--- src/common/cpuDefsPkg.sv ---
package cpuDefsPkg;

    // datapath
    localparam int dataWidth = 32;
    localparam int immWidth = 16;                   // i-type immediate field
    localparam int fieldWidth = 6;                  // opcode and funct fields

    // instruction field positions
    localparam int opcodeLsb = 26;
    localparam int functLsb = 0;
    localparam int immLsb = 0;

    // predictor sizing
    localparam int historyBits = 7;
    localparam int tableDepth = 1 << historyBits;   // one counter per history value
    localparam int counterBits = 2;

    typedef logic [dataWidth-1:0] dataWord;
    typedef logic [historyBits-1:0] historyType;
    typedef logic [counterBits-1:0] counterType;
    typedef logic [fieldWidth-1:0] opcodeType;
    typedef logic [fieldWidth-1:0] functType;

    // counter states, 2 and 3 predict taken
    localparam counterType counterInit = 2'd2;      // weakly taken
    localparam counterType counterMax = 2'd3;
    localparam counterType counterMin = 2'd0;
    localparam counterType takenThreshold = 2'd2;

    // opcode encodings
    localparam opcodeType opcodeRType = 6'd0;
    localparam opcodeType opcodeSlti = 6'd10;
    localparam opcodeType opcodeLw = 6'd35;
    localparam opcodeType opcodeSw = 6'd43;
    localparam opcodeType opcodeBeq = 6'd4;

    // function encodings, r-type only
    localparam functType functAdd = 6'd32;
    localparam functType functSub = 6'd34;
    localparam functType functSlt = 6'd42;

    typedef enum logic [1:0] {
        aluAdd = 2'd0,
        aluSub = 2'd1,
        aluSlt = 2'd2
    } aluOpType;

endpackage

--- src/execute/instructionExecute.sv ---
module instructionExecute (
    input  logic               instrValid,
    input  cpuDefsPkg::dataWord instruction,
    input  cpuDefsPkg::dataWord operandA,
    input  cpuDefsPkg::dataWord operandB,
    input  cpuDefsPkg::dataWord pcPlus4,
    output logic               resultValidNext,
    output logic               overflowNext,
    output logic               branchValidNext,
    output logic               branchTakenNext,
    output cpuDefsPkg::dataWord aluResult,
    output cpuDefsPkg::dataWord branchTarget
);
    import cpuDefsPkg::*;

    opcodeType opcodeField;
    functType functField;
    logic [immWidth-1:0] immField;
    dataWord immExtended;
    dataWord secondOperand;
    dataWord sumResult;
    dataWord diffResult;
    aluOpType aluOp;
    logic useImmediate;
    logic isSupported;
    logic isBranch;
    logic lessThan;
    logic addOverflow;

    assign opcodeField = instruction[opcodeLsb +: fieldWidth];
    assign functField = instruction[functLsb +: fieldWidth];
    assign immField = instruction[immLsb +: immWidth];
    assign immExtended = {{(dataWidth-immWidth){immField[immWidth-1]}}, immField};

    // decode table
    always_comb begin
        aluOp = aluAdd;
        useImmediate = 1'b0;
        isSupported = 1'b0;
        isBranch = 1'b0;
        case (opcodeField)
            opcodeRType: begin
                case (functField)
                    functAdd: begin
                        aluOp = aluAdd;
                        isSupported = 1'b1;
                    end
                    functSub: begin
                        aluOp = aluSub;
                        isSupported = 1'b1;
                    end
                    functSlt: begin
                        aluOp = aluSlt;
                        isSupported = 1'b1;
                    end
                    default: isSupported = 1'b0;    // unknown funct
                endcase
            end
            opcodeSlti: begin
                aluOp = aluSlt;
                useImmediate = 1'b1;
                isSupported = 1'b1;
            end
            opcodeLw, opcodeSw: begin
                aluOp = aluAdd;                     // address add only
                useImmediate = 1'b1;
                isSupported = 1'b1;
            end
            opcodeBeq: begin
                isBranch = 1'b1;
                isSupported = 1'b1;
            end
            default: isSupported = 1'b0;
        endcase
    end

    assign secondOperand = useImmediate ? immExtended : operandB;

    assign sumResult = operandA + secondOperand;
    assign diffResult = operandA - secondOperand;
    assign lessThan = $signed(operandA) < $signed(secondOperand);

    // signed overflow: same input signs, result sign flips
    assign addOverflow = (operandA[dataWidth-1] == secondOperand[dataWidth-1]) &&
                         (sumResult[dataWidth-1] != operandA[dataWidth-1]);

    always_comb begin
        case (aluOp)
            aluSub:  aluResult = diffResult;
            aluSlt:  aluResult = {{(dataWidth-1){1'b0}}, lessThan};
            default: aluResult = sumResult;
        endcase
    end

    assign resultValidNext = instrValid && isSupported && !isBranch;
    assign overflowNext = resultValidNext && (aluOp == aluAdd) && addOverflow;

    assign branchValidNext = instrValid && isBranch;
    assign branchTakenNext = (operandA == operandB);             // beq compares registers
    assign branchTarget = pcPlus4 + {immExtended[dataWidth-3:0], 2'b00}; // word offset

endmodule

--- src/predictor/globalHistoryPredictor.sv ---
module globalHistoryPredictor (
    input  logic clockSignal,
    input  logic resetSignal,
    input  logic branchValidNext,
    input  logic branchTakenNext,
    output logic predictedTaken
);
    import cpuDefsPkg::*;

    historyType historyReg;
    counterType counterTable [tableDepth];
    counterType currentCounter;

    // table indexed straight by the global history
    assign currentCounter = counterTable[historyReg];
    assign predictedTaken = (currentCounter >= takenThreshold);

    always_ff @(posedge clockSignal) begin
        if (resetSignal) begin
            historyReg <= '0;
            for (int idx = 0; idx < tableDepth; idx++) begin
                counterTable[idx] <= counterInit;      // all weakly taken
            end
        end else if (branchValidNext) begin
            if (branchTakenNext) begin
                if (currentCounter != counterMax) begin
                    counterTable[historyReg] <= currentCounter + 1'b1;
                end
            end else begin
                if (currentCounter != counterMin) begin
                    counterTable[historyReg] <= currentCounter - 1'b1;
                end
            end
            historyReg <= {historyReg[historyBits-2:0], branchTakenNext}; // newest outcome in lsb
        end
    end

endmodule

--- src/source/branchResolver.sv ---
module branchResolver (
    input  logic               clockSignal,
    input  logic               resetSignal,
    input  logic               resultValidNext,
    input  logic               overflowNext,
    input  logic               branchValidNext,
    input  logic               branchTakenNext,
    input  logic               predictedTaken,
    input  cpuDefsPkg::dataWord aluResult,
    input  cpuDefsPkg::dataWord branchTarget,
    input  cpuDefsPkg::dataWord pcPlus4,
    output logic               resultValid,
    output logic               overflowFlag,
    output logic               branchResolved,
    output logic               branchTaken,
    output logic               predictedTakenOut,
    output logic               mispredict,
    output cpuDefsPkg::dataWord resultData,
    output cpuDefsPkg::dataWord redirectPc
);
    import cpuDefsPkg::*;

    logic wrongGuess;
    dataWord nextPc;

    assign wrongGuess = branchTakenNext != predictedTaken;
    assign nextPc = branchTakenNext ? branchTarget : pcPlus4;   // fall through when not taken

    // status flags
    always_ff @(posedge clockSignal) begin
        if (resetSignal) begin
            resultValid <= 1'b0;
            overflowFlag <= 1'b0;
            branchResolved <= 1'b0;
            branchTaken <= 1'b0;
            predictedTakenOut <= 1'b0;
            mispredict <= 1'b0;
        end else begin
            resultValid <= resultValidNext;
            overflowFlag <= overflowNext;
            branchResolved <= branchValidNext;
            branchTaken <= branchValidNext && branchTakenNext;
            predictedTakenOut <= branchValidNext && predictedTaken;
            mispredict <= branchValidNext && wrongGuess;
        end
    end

    // payload, only loaded alongside its valid
    always_ff @(posedge clockSignal) begin
        if (resultValidNext) begin
            resultData <= aluResult;
        end
        if (branchValidNext) begin
            redirectPc <= nextPc;
        end
    end

endmodule

--- src/source/executeBranchTop.sv ---
module executeBranchTop (
    input  logic               clockSignal,
    input  logic               resetSignal,
    input  logic               instrValid,
    input  cpuDefsPkg::dataWord instruction,
    input  cpuDefsPkg::dataWord operandA,
    input  cpuDefsPkg::dataWord operandB,
    input  cpuDefsPkg::dataWord pcPlus4,
    output logic               resultValid,
    output cpuDefsPkg::dataWord resultData,
    output logic               overflowFlag,
    output logic               branchResolved,
    output logic               branchTaken,
    output logic               predictedTakenOut,
    output logic               mispredict,
    output cpuDefsPkg::dataWord redirectPc
);
    import cpuDefsPkg::*;

    logic resultValidNext;
    logic overflowNext;
    logic branchValidNext;
    logic branchTakenNext;
    logic predictedTaken;
    dataWord aluResult;
    dataWord branchTarget;

    instructionExecute u_execute (
        .instrValid      (instrValid),
        .instruction     (instruction),
        .operandA        (operandA),
        .operandB        (operandB),
        .pcPlus4         (pcPlus4),
        .resultValidNext (resultValidNext),
        .overflowNext    (overflowNext),
        .branchValidNext (branchValidNext),
        .branchTakenNext (branchTakenNext),
        .aluResult       (aluResult),
        .branchTarget    (branchTarget)
    );

    // runs beside execute, trains on resolved beq
    globalHistoryPredictor u_predictor (
        .clockSignal     (clockSignal),
        .resetSignal     (resetSignal),
        .branchValidNext (branchValidNext),
        .branchTakenNext (branchTakenNext),
        .predictedTaken  (predictedTaken)
    );

    branchResolver u_resolver (
        .clockSignal       (clockSignal),
        .resetSignal       (resetSignal),
        .resultValidNext   (resultValidNext),
        .overflowNext      (overflowNext),
        .branchValidNext   (branchValidNext),
        .branchTakenNext   (branchTakenNext),
        .predictedTaken    (predictedTaken),
        .aluResult         (aluResult),
        .branchTarget      (branchTarget),
        .pcPlus4           (pcPlus4),
        .resultValid       (resultValid),
        .overflowFlag      (overflowFlag),
        .branchResolved    (branchResolved),
        .branchTaken       (branchTaken),
        .predictedTakenOut (predictedTakenOut),
        .mispredict        (mispredict),
        .resultData        (resultData),
        .redirectPc        (redirectPc)
    );

endmodule

--- config.mk ---
export PLATFORM = sky130hd
export DESIGN_NAME = executeBranchTop
export DESIGN_NICKNAME = d
export VERILOG_FILES = /design/src/common/cpuDefsPkg.sv /design/src/execute/instructionExecute.sv /design/src/predictor/globalHistoryPredictor.sv /design/src/source/branchResolver.sv /design/src/source/executeBranchTop.sv
export SDC_FILE = /design/constraint.sdc
export NUM_CORES = 1
export LEC_CHECK = 0
export BUFFER_PORTS_ARGS = -buffer_cell sky130_fd_sc_hd__buf_2
export CELL_PAD_IN_SITES_DETAIL_PLACEMENT = 1
export CELL_PAD_IN_SITES_GLOBAL_PLACEMENT = 1
export CORE_MARGIN = 2
export CORE_UTILIZATION = 48
export DETAILED_ROUTE_END_ITERATION = 8
export GPL_TIMING_DRIVEN = 0
export PLACE_DENSITY = 0.89
export SLEW_MARGIN = 20
export SYNTH_ARGS = -nofsm -noshare
export SYNTH_HDL_FRONTEND = slang
export SYNTH_SLANG_ARGS = --single-unit
--- constraint.sdc ---
create_clock -name clockSignal -period 5.5 [get_ports clockSignal]
set_input_delay 1.1 -clock clockSignal [delete_from_list [all_inputs] [get_ports clockSignal]]
set_output_delay 1.1 -clock clockSignal [all_outputs]
set_load 0.02 [all_outputs]
# Yosys cells after proc, flatten, opt, wreduce, memory -nomap -nowiden
# Memory sizes are Yosys's and may differ from the RTL's. A register that Yosys moved wholly into a read port is not among the register bits.
# Cells that the tools add are included.
totals:
  word_cells: 76
  out_inout_bits: 70
  input_bits: 131
  ramBits: 256
  ff_bits: 77
  n_memories: 1
classes:
  n_eq_ne: 14
  reduce_logical: 17
  magnitude_cmp: 2
  add_sub_neg: 5
  n_bitwise: 1
  muxes: 27
mem_list:
  columns: ["name", "depth", "word_bits", "read_ports", "rd_ports_with_merged_regs", "write_ports", "line", "rtl"]
  rows:
  - ["u_predictor.counterTable", 128, 2, 1, 1, 128, "globalHistoryPredictor.sv:11", "counterType counterTable [tableDepth];"]
ops:
  columns: ["cell", "count"]
  rows:
  - ["$add 32x32->32", 2]
  - ["$mux 32", 2]
  - ["$pmux 32 s2", 1]
  - ["$eq 32x32->1", 1]
  - ["$lt 32x32->1", 1]
  - ["$sub 32x32->32", 1]
  - ["$eq 6x6->1 const B", 5]
  - ["$mux 7", 3]
  - ["$mux 1", 16]
  - ["$logic_and 1x1->1", 9]
  - ["$pmux 2 s2", 2]
  - ["$eq 6x3->1 const B", 1]
  - ["$eq 6x4->1 const B", 1]
  - ["$logic_not 6->1", 1]
  - ["$reduce_or 3->1", 2]
  - ["$mux 2", 2]
  - ["$reduce_or 4->1", 1]
  - ["$add 2x1->2 const B", 1]
  - ["$eq 2x1->1 const B", 1]
  - ["$eq 2x2->1 const B", 1]
  - ["$ge 2x2->1 const B", 1]
  - ["$logic_not 2->1", 1]
  - ["$ne 1x1->1", 2]
  - ["$ne 2x2->1 const B", 1]
  - ["other kinds (7)", 7]

# Logic depth before layout (Yosys ltp)
# Gate-level depths: netlist of run 1.
depth:
  ltp_word: 9
  mapped_depth: 20
  depth_no_buf: 18

# Cells and area by module
# Synthesis of run 1 repeated with hierarchy kept, for this count alone.
hier_totals:
  hier_cells: 2215
  hier_area_um2: 23164.7
modules_own_cells:
  columns: ["mod", "n_inst", "cells_each", "seq_area_each_um2", "area_each_um2"]
  rows:
  - ["globalHistoryPredictor", 1, 1199, 7967.6, 14341.3]
  - ["instructionExecute", 1, 903, 0.0, 6194.7]
  - ["branchResolver", 1, 113, 2042.0, 2628.8]

# Least setup slack after synthesis of run 1
# No wires, ideal clock.
synth_timing:
  kind: "input port to flip-flop"
  from: "in instruction[26]"
  to: "reg u_resolver.resultData[26], data pin"
  slack_ns: 0.787
  stages: 18
  t_required_ns: 5.238
  arrival_ns: 4.451
  setup_time_ns: 0.262
  n_path_buf: 3
  cell_sequence: "nor2_1 > nand2_1 > nand2_1 > and2_1 > clkbuf_1 > nand2_1 > clkbuf_1 > nand2_1 > ha_1 > clkbuf_1 > nand2_1 > nor4_1 > nor4b_1 > a2111oi_0 > o41ai_1 > o21ai_0 > a211oi_1 > a21oi_1"
synth_between:
  elab_chain_len: 6
synth_rtl:
  columns: ["item", "line", "rtl"]
  rows:
  - ["from (decl)", "executeBranchTop.sv:5", "input cpuDefsPkg::dataWord instruction,"]
  - ["$eq 6x4->1 or $eq 6x6->1 (tied branches)", "instructionExecute.sv:41", "case (opcodeField)"]
  - ["$reduce_or 3->1 (no line)", null, null]
  - ["$mux 1", "instructionExecute.sv:41", null]
  - ["$mux 32", "instructionExecute.sv:77", "assign secondOperand = useImmediate ? immExtended : operandB;"]
  - ["$add 32x32->32 or $sub 32x32->32 (tied branches)", "instructionExecute.sv:79, instructionExecute.sv:80", null]
  - ["$pmux 32 s2 *", "instructionExecute.sv:88", "case (aluOp)"]
  - ["net aluResult[26]", "executeBranchTop.sv:25", "dataWord aluResult;"]
  - ["to (signal assigned)", "branchResolver.sv:51", "resultData <= aluResult;"]
  - ["to (decl)", "branchResolver.sv:18", "output cpuDefsPkg::dataWord resultData,"]
# Mark *: on every way through the listed nets, which the timed path passes. The rest lies on a longest branch.
# A chain may end at the register's enable or synchronous reset.

==> impl_metrics.ini, run 1 <==
[run_status]
status = complete, no violations

[routing]
vias_per_cell = 6.57
vias = 18500
drc = 0
drt-total-wl_um = 82800
first_pass_iters = 6
wl_per_cell_um = 29.3
final_antenna_net_count = 0
drt_iter0_markers = 2230

[cts]
clk_pin_slew_ns = 0.06
root_buffer = clkbuf_16
clk_latency_ns = 0.59
cts_tree = yes
htree_levels = 2
cts_buffer_depth = 3
cts_buffers = 39
hold_buffers = 0
cts_sinks = 340

[synth]
synth_area_sq_um = 20900
avgSynthCellArea_sq_um = 10.6
async_flop_share = 0
ys_ff_latch = 340
synth-main-ff-cell = edfxtp_1
syn-instance-count = 1979
yosysTopAreaCellShare = 0.459
synthTopCellsByArea = edfxtp_1, mux4_2, ha_1, a21o_1, nand2_1
yosys_warnings = 0
synthDistinctLibCells = 66
syn-num-nets = 2209
synth_top_cell_by_area = edfxtp_1
ys_seq_area_frac = 0.478
synth_edf_count = 320

[timing]
grt_setup_unrepaired = yes
setup_viol = 0
finalClockSkew_ns = 0.0276
finalCriticalPeriod_ns = 5.47
hold_viol = 0
holdWs_ns = 0.584
period_share = 0.994
max_slew_margin = 0.224
drv_slew = 0
setup_ws_ns = 0.0328
tightestPinTransition_ns = 1.16
fmax_ghz = 0.183

[finish]
drive_above_1_share = 0.193
final_cell_mix = edfxtp_1, nand2_1, nor2_1
nNetsFinal = 2440
n_antenna_cell = 0
final_common_cell = edfxtp_1
final_area_sq_um = 24100
syn2layout_area_growth_pct = 14.9

[hold_path]
worstHoldPathType = reg -> reg
holdPathStages = 2

[grt]
grt_antenna_before_repair = 4
grt_usage = 0.370
grt_max_degree = 40
grt_pass1_vias = 19600
grt_pass1_wl_um = 122000
grt_overflow_total = 0

[critical_path]
cp.required_ns = 5.89
crit_path_end_kind = flip-flop
ff2ff_path_depth = 11
critPathMaxFanout = 10
crit_path_start_kind = flip-flop
crit_type = reg -> reg
cp_data_arrival_time_ns = 5.86

[placed_design]
dp_hpwl_um = 58500
gp_congestion = 0.962
place_area_sq_um = 22700
numPortBuffers = 189
place_worst_setup_slack_ns = -0.942

[die]
core-area_sq_um = 43100
die_height_um = 213
io-pin-count = 201
num_rows = 76
die_w_um = 213
dieArea_sq_um = 45300
start_util = 0.486

[pwr]
ir_worst_vdd_mv = 0.285
finalPower_mw = 6.73
p_leak_nw = 9.48
power_density_nw_per_um2 = 280

[run]
maxCapViolCount = 0
==> layer usage <==
metal  vias to the layer above  track usage  wire length (um)
met3                       389       0.0971              9420
met1                      9137        0.455             29900
met5                         -            0                88
li1                       7697            -                 -
met4                         8        0.215              5210
met2                      1302        0.589             38100
==> through the flow <==
step | instances | util | setup TNS, ns
2_1_floorplan | 1979 | - | 0
3_3_place_gp | 2753 | 0.525 | -59.44
3_5_place_dp | 2754 | 0.526 | -151.65
4_1_cts | 2824 | 0.558 | 0
5_1_grt | 2823 | 0.559 | -0.0220
6_report | 2823 | 0.559 | 0
==> what timing repair did <==
| item | in CTS | in global routing |
|---|---|---|
| endpoints found under the setup margin | 450 | 261 |
| gates cloned | 0 | 0 |
| buffers inserted | 2 | 0 |
| gates resized for setup | 17 | 15 |
| pin swaps | 1 | 1 |
==> flip-flops by register name, summed over array words and instances (netlist names), named ones only <==
| signal | flops |
|---|---|
| u_predictor.counterTable | 256 |
| u_resolver.redirectPc | 32 |
| u_resolver.resultData | 32 |
| u_predictor.historyReg | 7 |
| u_resolver.branchResolved | 1 |
| u_resolver.branchTaken | 1 |
| u_resolver.mispredict | 1 |
| u_resolver.overflowFlag | 1 |
| u_resolver.predictedTakenOut | 1 |
| u_resolver.resultValid | 1 |
==> where the power goes <==
part | internal [mW] | leakage (nW) | switching (mW)
Combinational | 0.376 | 5.60 | 0.614
Sequential | 2.93 | 3.24 | 0.0363
Clock | 1.63 | 0.647 | 1.13
==> Yosys cell counts (17+ instances only) <==
cell	instances
buf_2	38
nand2_1	283
nand3_1	25
xor2_1	45
nor3_1	25
clkbuf_1	86
edfxtp_1	320
o21bai_1	17
xnor2_1	18
ha_1	96
dfxtp_1	20
mux2_2	27
inv_1	74
nor2_1	279
mux4_2	84
a21o_1	154
a21oi_1	120
o21ai_0	44
==> cell families after synthesis <==
family,after synthesis,share of synthesized area
simple gates,701,0.141
compound gates,454,0.147
flops,340,0.478
buf+inv,203,0.0387
mux,119,0.109
fa+ha+maj,99,0.0602
xor+xnor,63,0.0263
==> worst max-delay path: stages (launching register included) <==
cell,delay [ns]
dfxtp_1,0.31
buf_1,0.70
clkbuf_1,0.87
mux4_2,0.49
mux4_2,0.53
mux2i_2,0.47
o21ai_1,0.12
o21a_1,0.18
nor4_2,0.36
nand2_1,0.55
buf_2,0.47
nor2_1,0.21
==> cell type report <==
cell class              instances  area, sq um
fillers                      4711        19000
repair buffers                192          993
clock inverters                24          312
well taps                     585          732
multi-input cells            1436        10200
plain buffers                 125          543
flip-flops and latches        340        10000
inverters                      76          287
clock buffers                  45          998
==> final timing paths <==
kind / slack, ns / end / from
max: 0.03 / u_predictor.counterTable[26][0] / flip-flop
min reg2reg: 0.58 / flip-flop / u_predictor.historyReg[2]
min: 0.58 / flip-flop / u_predictor.historyReg[2]
max reg2reg: 0.03 / u_predictor.counterTable[26][0] / flip-flop
Note: power is estimated with default switching activity, not from simulation.
==> run 2, diff against run 1 <==
- CORE_MARGIN: 2 -> default
- SLEW_MARGIN: 20 -> default
==> run 2 against run 1 <==
Effect of this change: the flow now finishes with violations (setup timing); design area is 0.11% lower; cell count about the same; die area down 1.9%; clock skew fell by 0.013 ns; register-to-register slack got worse by 0.05 ns; worst hold slack better by 0.015 ns; via count shrank 1.4%; clock power down 3%; combinational power grew 0.6%; routed wire length down 2.2%; non-clock buffer count decreased by 2; sequential power about the same; critical path type unchanged; critical endpoint is now u_predictor.counterTable[64][0].
==> impl_metrics.ini, run 2 (same netlist as run 1, synthesis figures left out) <==
[run_status]
status = finished, violations left
violations = setup timing

[critical_path]
crit_type = reg -> reg
cp_num_buf_inv = 3
crit_path_end_kind = flip-flop
cp_data_arrival_time_ns = 5.80
crit_path_start_kind = flip-flop
endpoint = u_predictor.counterTable[64][0]
max_stage_delay_ns = 0.81
ff2ff_path_depth = 11
cp_cell_sequence = clkbuf_2, mux4_2, mux4_2, mux4_2, mux2i_4, o21ai_1, o21a_1, nor4_2, buf_2, buf_2, a21o_1
cp.depth = 11
critPathMaxFanout = 10
r2r_end = u_predictor.counterTable[64][0]
slowest_stage = dfxtp_1
cp_common_cell = mux4_2
path_delay_family = multiplexers
rrSetupSlack_ns = -0.02
cp.required_ns = 5.78

[routing]
vias_per_cell = 6.47
vias = 18300
wl_per_cell_um = 28.7
first_pass_iters = 5
drt_iter0_markers = 1931
drt-total-wl_um = 81000
final_antenna_net_count = 0
drc = 0

[cts]
htree_levels = 2
clk_latency_ns = 0.58
cts_sinks = 340
hold_buffers = 0
cts_buffers = 40
clk_pin_slew_ns = 0.06
cts_tree = yes
cts_buffer_depth = 3
root_buffer = clkbuf_16

[pwr]
p_leak_nw = 9.43
power_density_nw_per_um2 = 276
ir_worst_vdd_mv = 0.215

[timing]
finalClockSkew_ns = 0.0146
tightestPinTransition_ns = 1.18
setup_viol = 9
period_share = 1.00
fmax_ghz = 0.181
finalCriticalPeriod_ns = 5.52
drv_slew = 0
setup_ws_ns = -0.0200
hold_viol = 0
max_slew_margin = 0.212
holdWs_ns = 0.600

[die]
io-pin-count = 201
core-area_sq_um = 43100
dieArea_sq_um = 44500
die_w_um = 211
start_util = 0.486
num_rows = 76
die_height_um = 211

[grt]
grt_pass1_wl_um = 119000
met2_usage = 0.594
grt_max_degree = 28
globalRouteMet1Util = 0.444
use_met3 = 0.0986
grt_pass1_vias = 19100
grt_most_used_layer = met2
grt_overflow_total = 0
grt_usage = 0.364
grt_antenna_before_repair = 3

[finish]
largest_register_ff_count = 256
final_area_sq_um = 24000
drive_above_1_share = 0.190
final_cell_mix = edfxtp_1, nand2_1, nor2_1
top_register = u_predictor.counterTable
syn2layout_area_growth_pct = 14.8
nNetsFinal = 2439
reg_top3 = u_predictor.counterTable x256, u_resolver.redirectPc x32, u_resolver.resultData x32
final_common_cell = edfxtp_1

[hold_path]
worstHoldPathType = reg -> reg

[run]
maxCapViolCount = 0

[placed_design]
numPortBuffers = 189
gp_congestion = 0.973
dp_hpwl_um = 58100
place_worst_setup_slack_ns = -0.871
place_area_sq_um = 22700
==> run 2: cell types whose count changed in the layout (fill, tap and decap cells not counted), moves of 3 or more <==
| cell | change |
|---|---|
| clkinv_2 | -7 |
| clkbuf_1 | +5 |
| buf_2 | -4 |
| bufinv_16 | -3 |
| clkinv_1 | +3 |
| clkinvlp_4 | +3 |
==> run 2: cell type report <==
type	count	area (sq um)
flip-flops and latches	340	10000
well taps	585	732
fillers	4719	19000
clock buffers	51	1040
diodes	1	2.50
inverters	76	285
clock inverters	21	223
repair buffers	191	993
multi-input cells	1436	10200
plain buffers	124	549
==> run 2: metrics by stage <==
stage | util | instances | setup TNS, ns | power (mW)
3_5_place_dp | 0.526 | 2755 | -131.50 | 3.96
6_report | 0.558 | 2825 | -0.0749 | 6.64
4_1_cts | 0.556 | 2825 | 0 | 6.61
3_3_place_gp | 0.525 | 2753 | -61.59 | 3.91
5_1_grt | 0.558 | 2824 | -0.0103 | 6.80
2_1_floorplan | - | 1979 | 0 | 3.63
==> run 2: worst min-delay path, cell delays in order (launching register included) <==
cell	delay, ns
dfxtp_1	0.37
nand2_1	0.09
a21oi_1	0.08
==> run 2: worst min path at each step <==
stage	startpoint	to	slack (ns)	cells after the start
detailed placement	u_predictor.historyReg[2]	u_predictor.historyReg[2]	0.60	2
CTS	u_predictor.historyReg[2]	flip-flop	0.61	2
global route	u_predictor.historyReg[2]	u_predictor.historyReg[2]	0.62	2
floorplan	u_predictor.historyReg[2]	flip-flop	0.53	2
global placement	u_predictor.historyReg[2]	flip-flop	0.55	2
finish	u_predictor.historyReg[2]	flip-flop	0.60	2
==> run 2: repair_timing <==
| action | in CTS | in global routing |
|---|---|---|
| setup buffers | 0 | 0 |
| endpoints found under the setup margin | 454 | 168 |
| gates resized for setup | 15 | 24 |
| pin swaps | 0 | 0 |
==> run 2: metal layers <==
metal,up-vias,part of all wire
met4,6,0.051
li1,7705,-
met3,276,0.11
met1,9094,0.37
met5,-,0.00046
met2,1191,0.47
==> run 2: power by group <==
group / switching, mW / internal, mW
logic: 0.619 / 0.378
registers: 0.0339 / 2.93
clock network: 1.14 / 1.53
total: 1.80 / 4.85
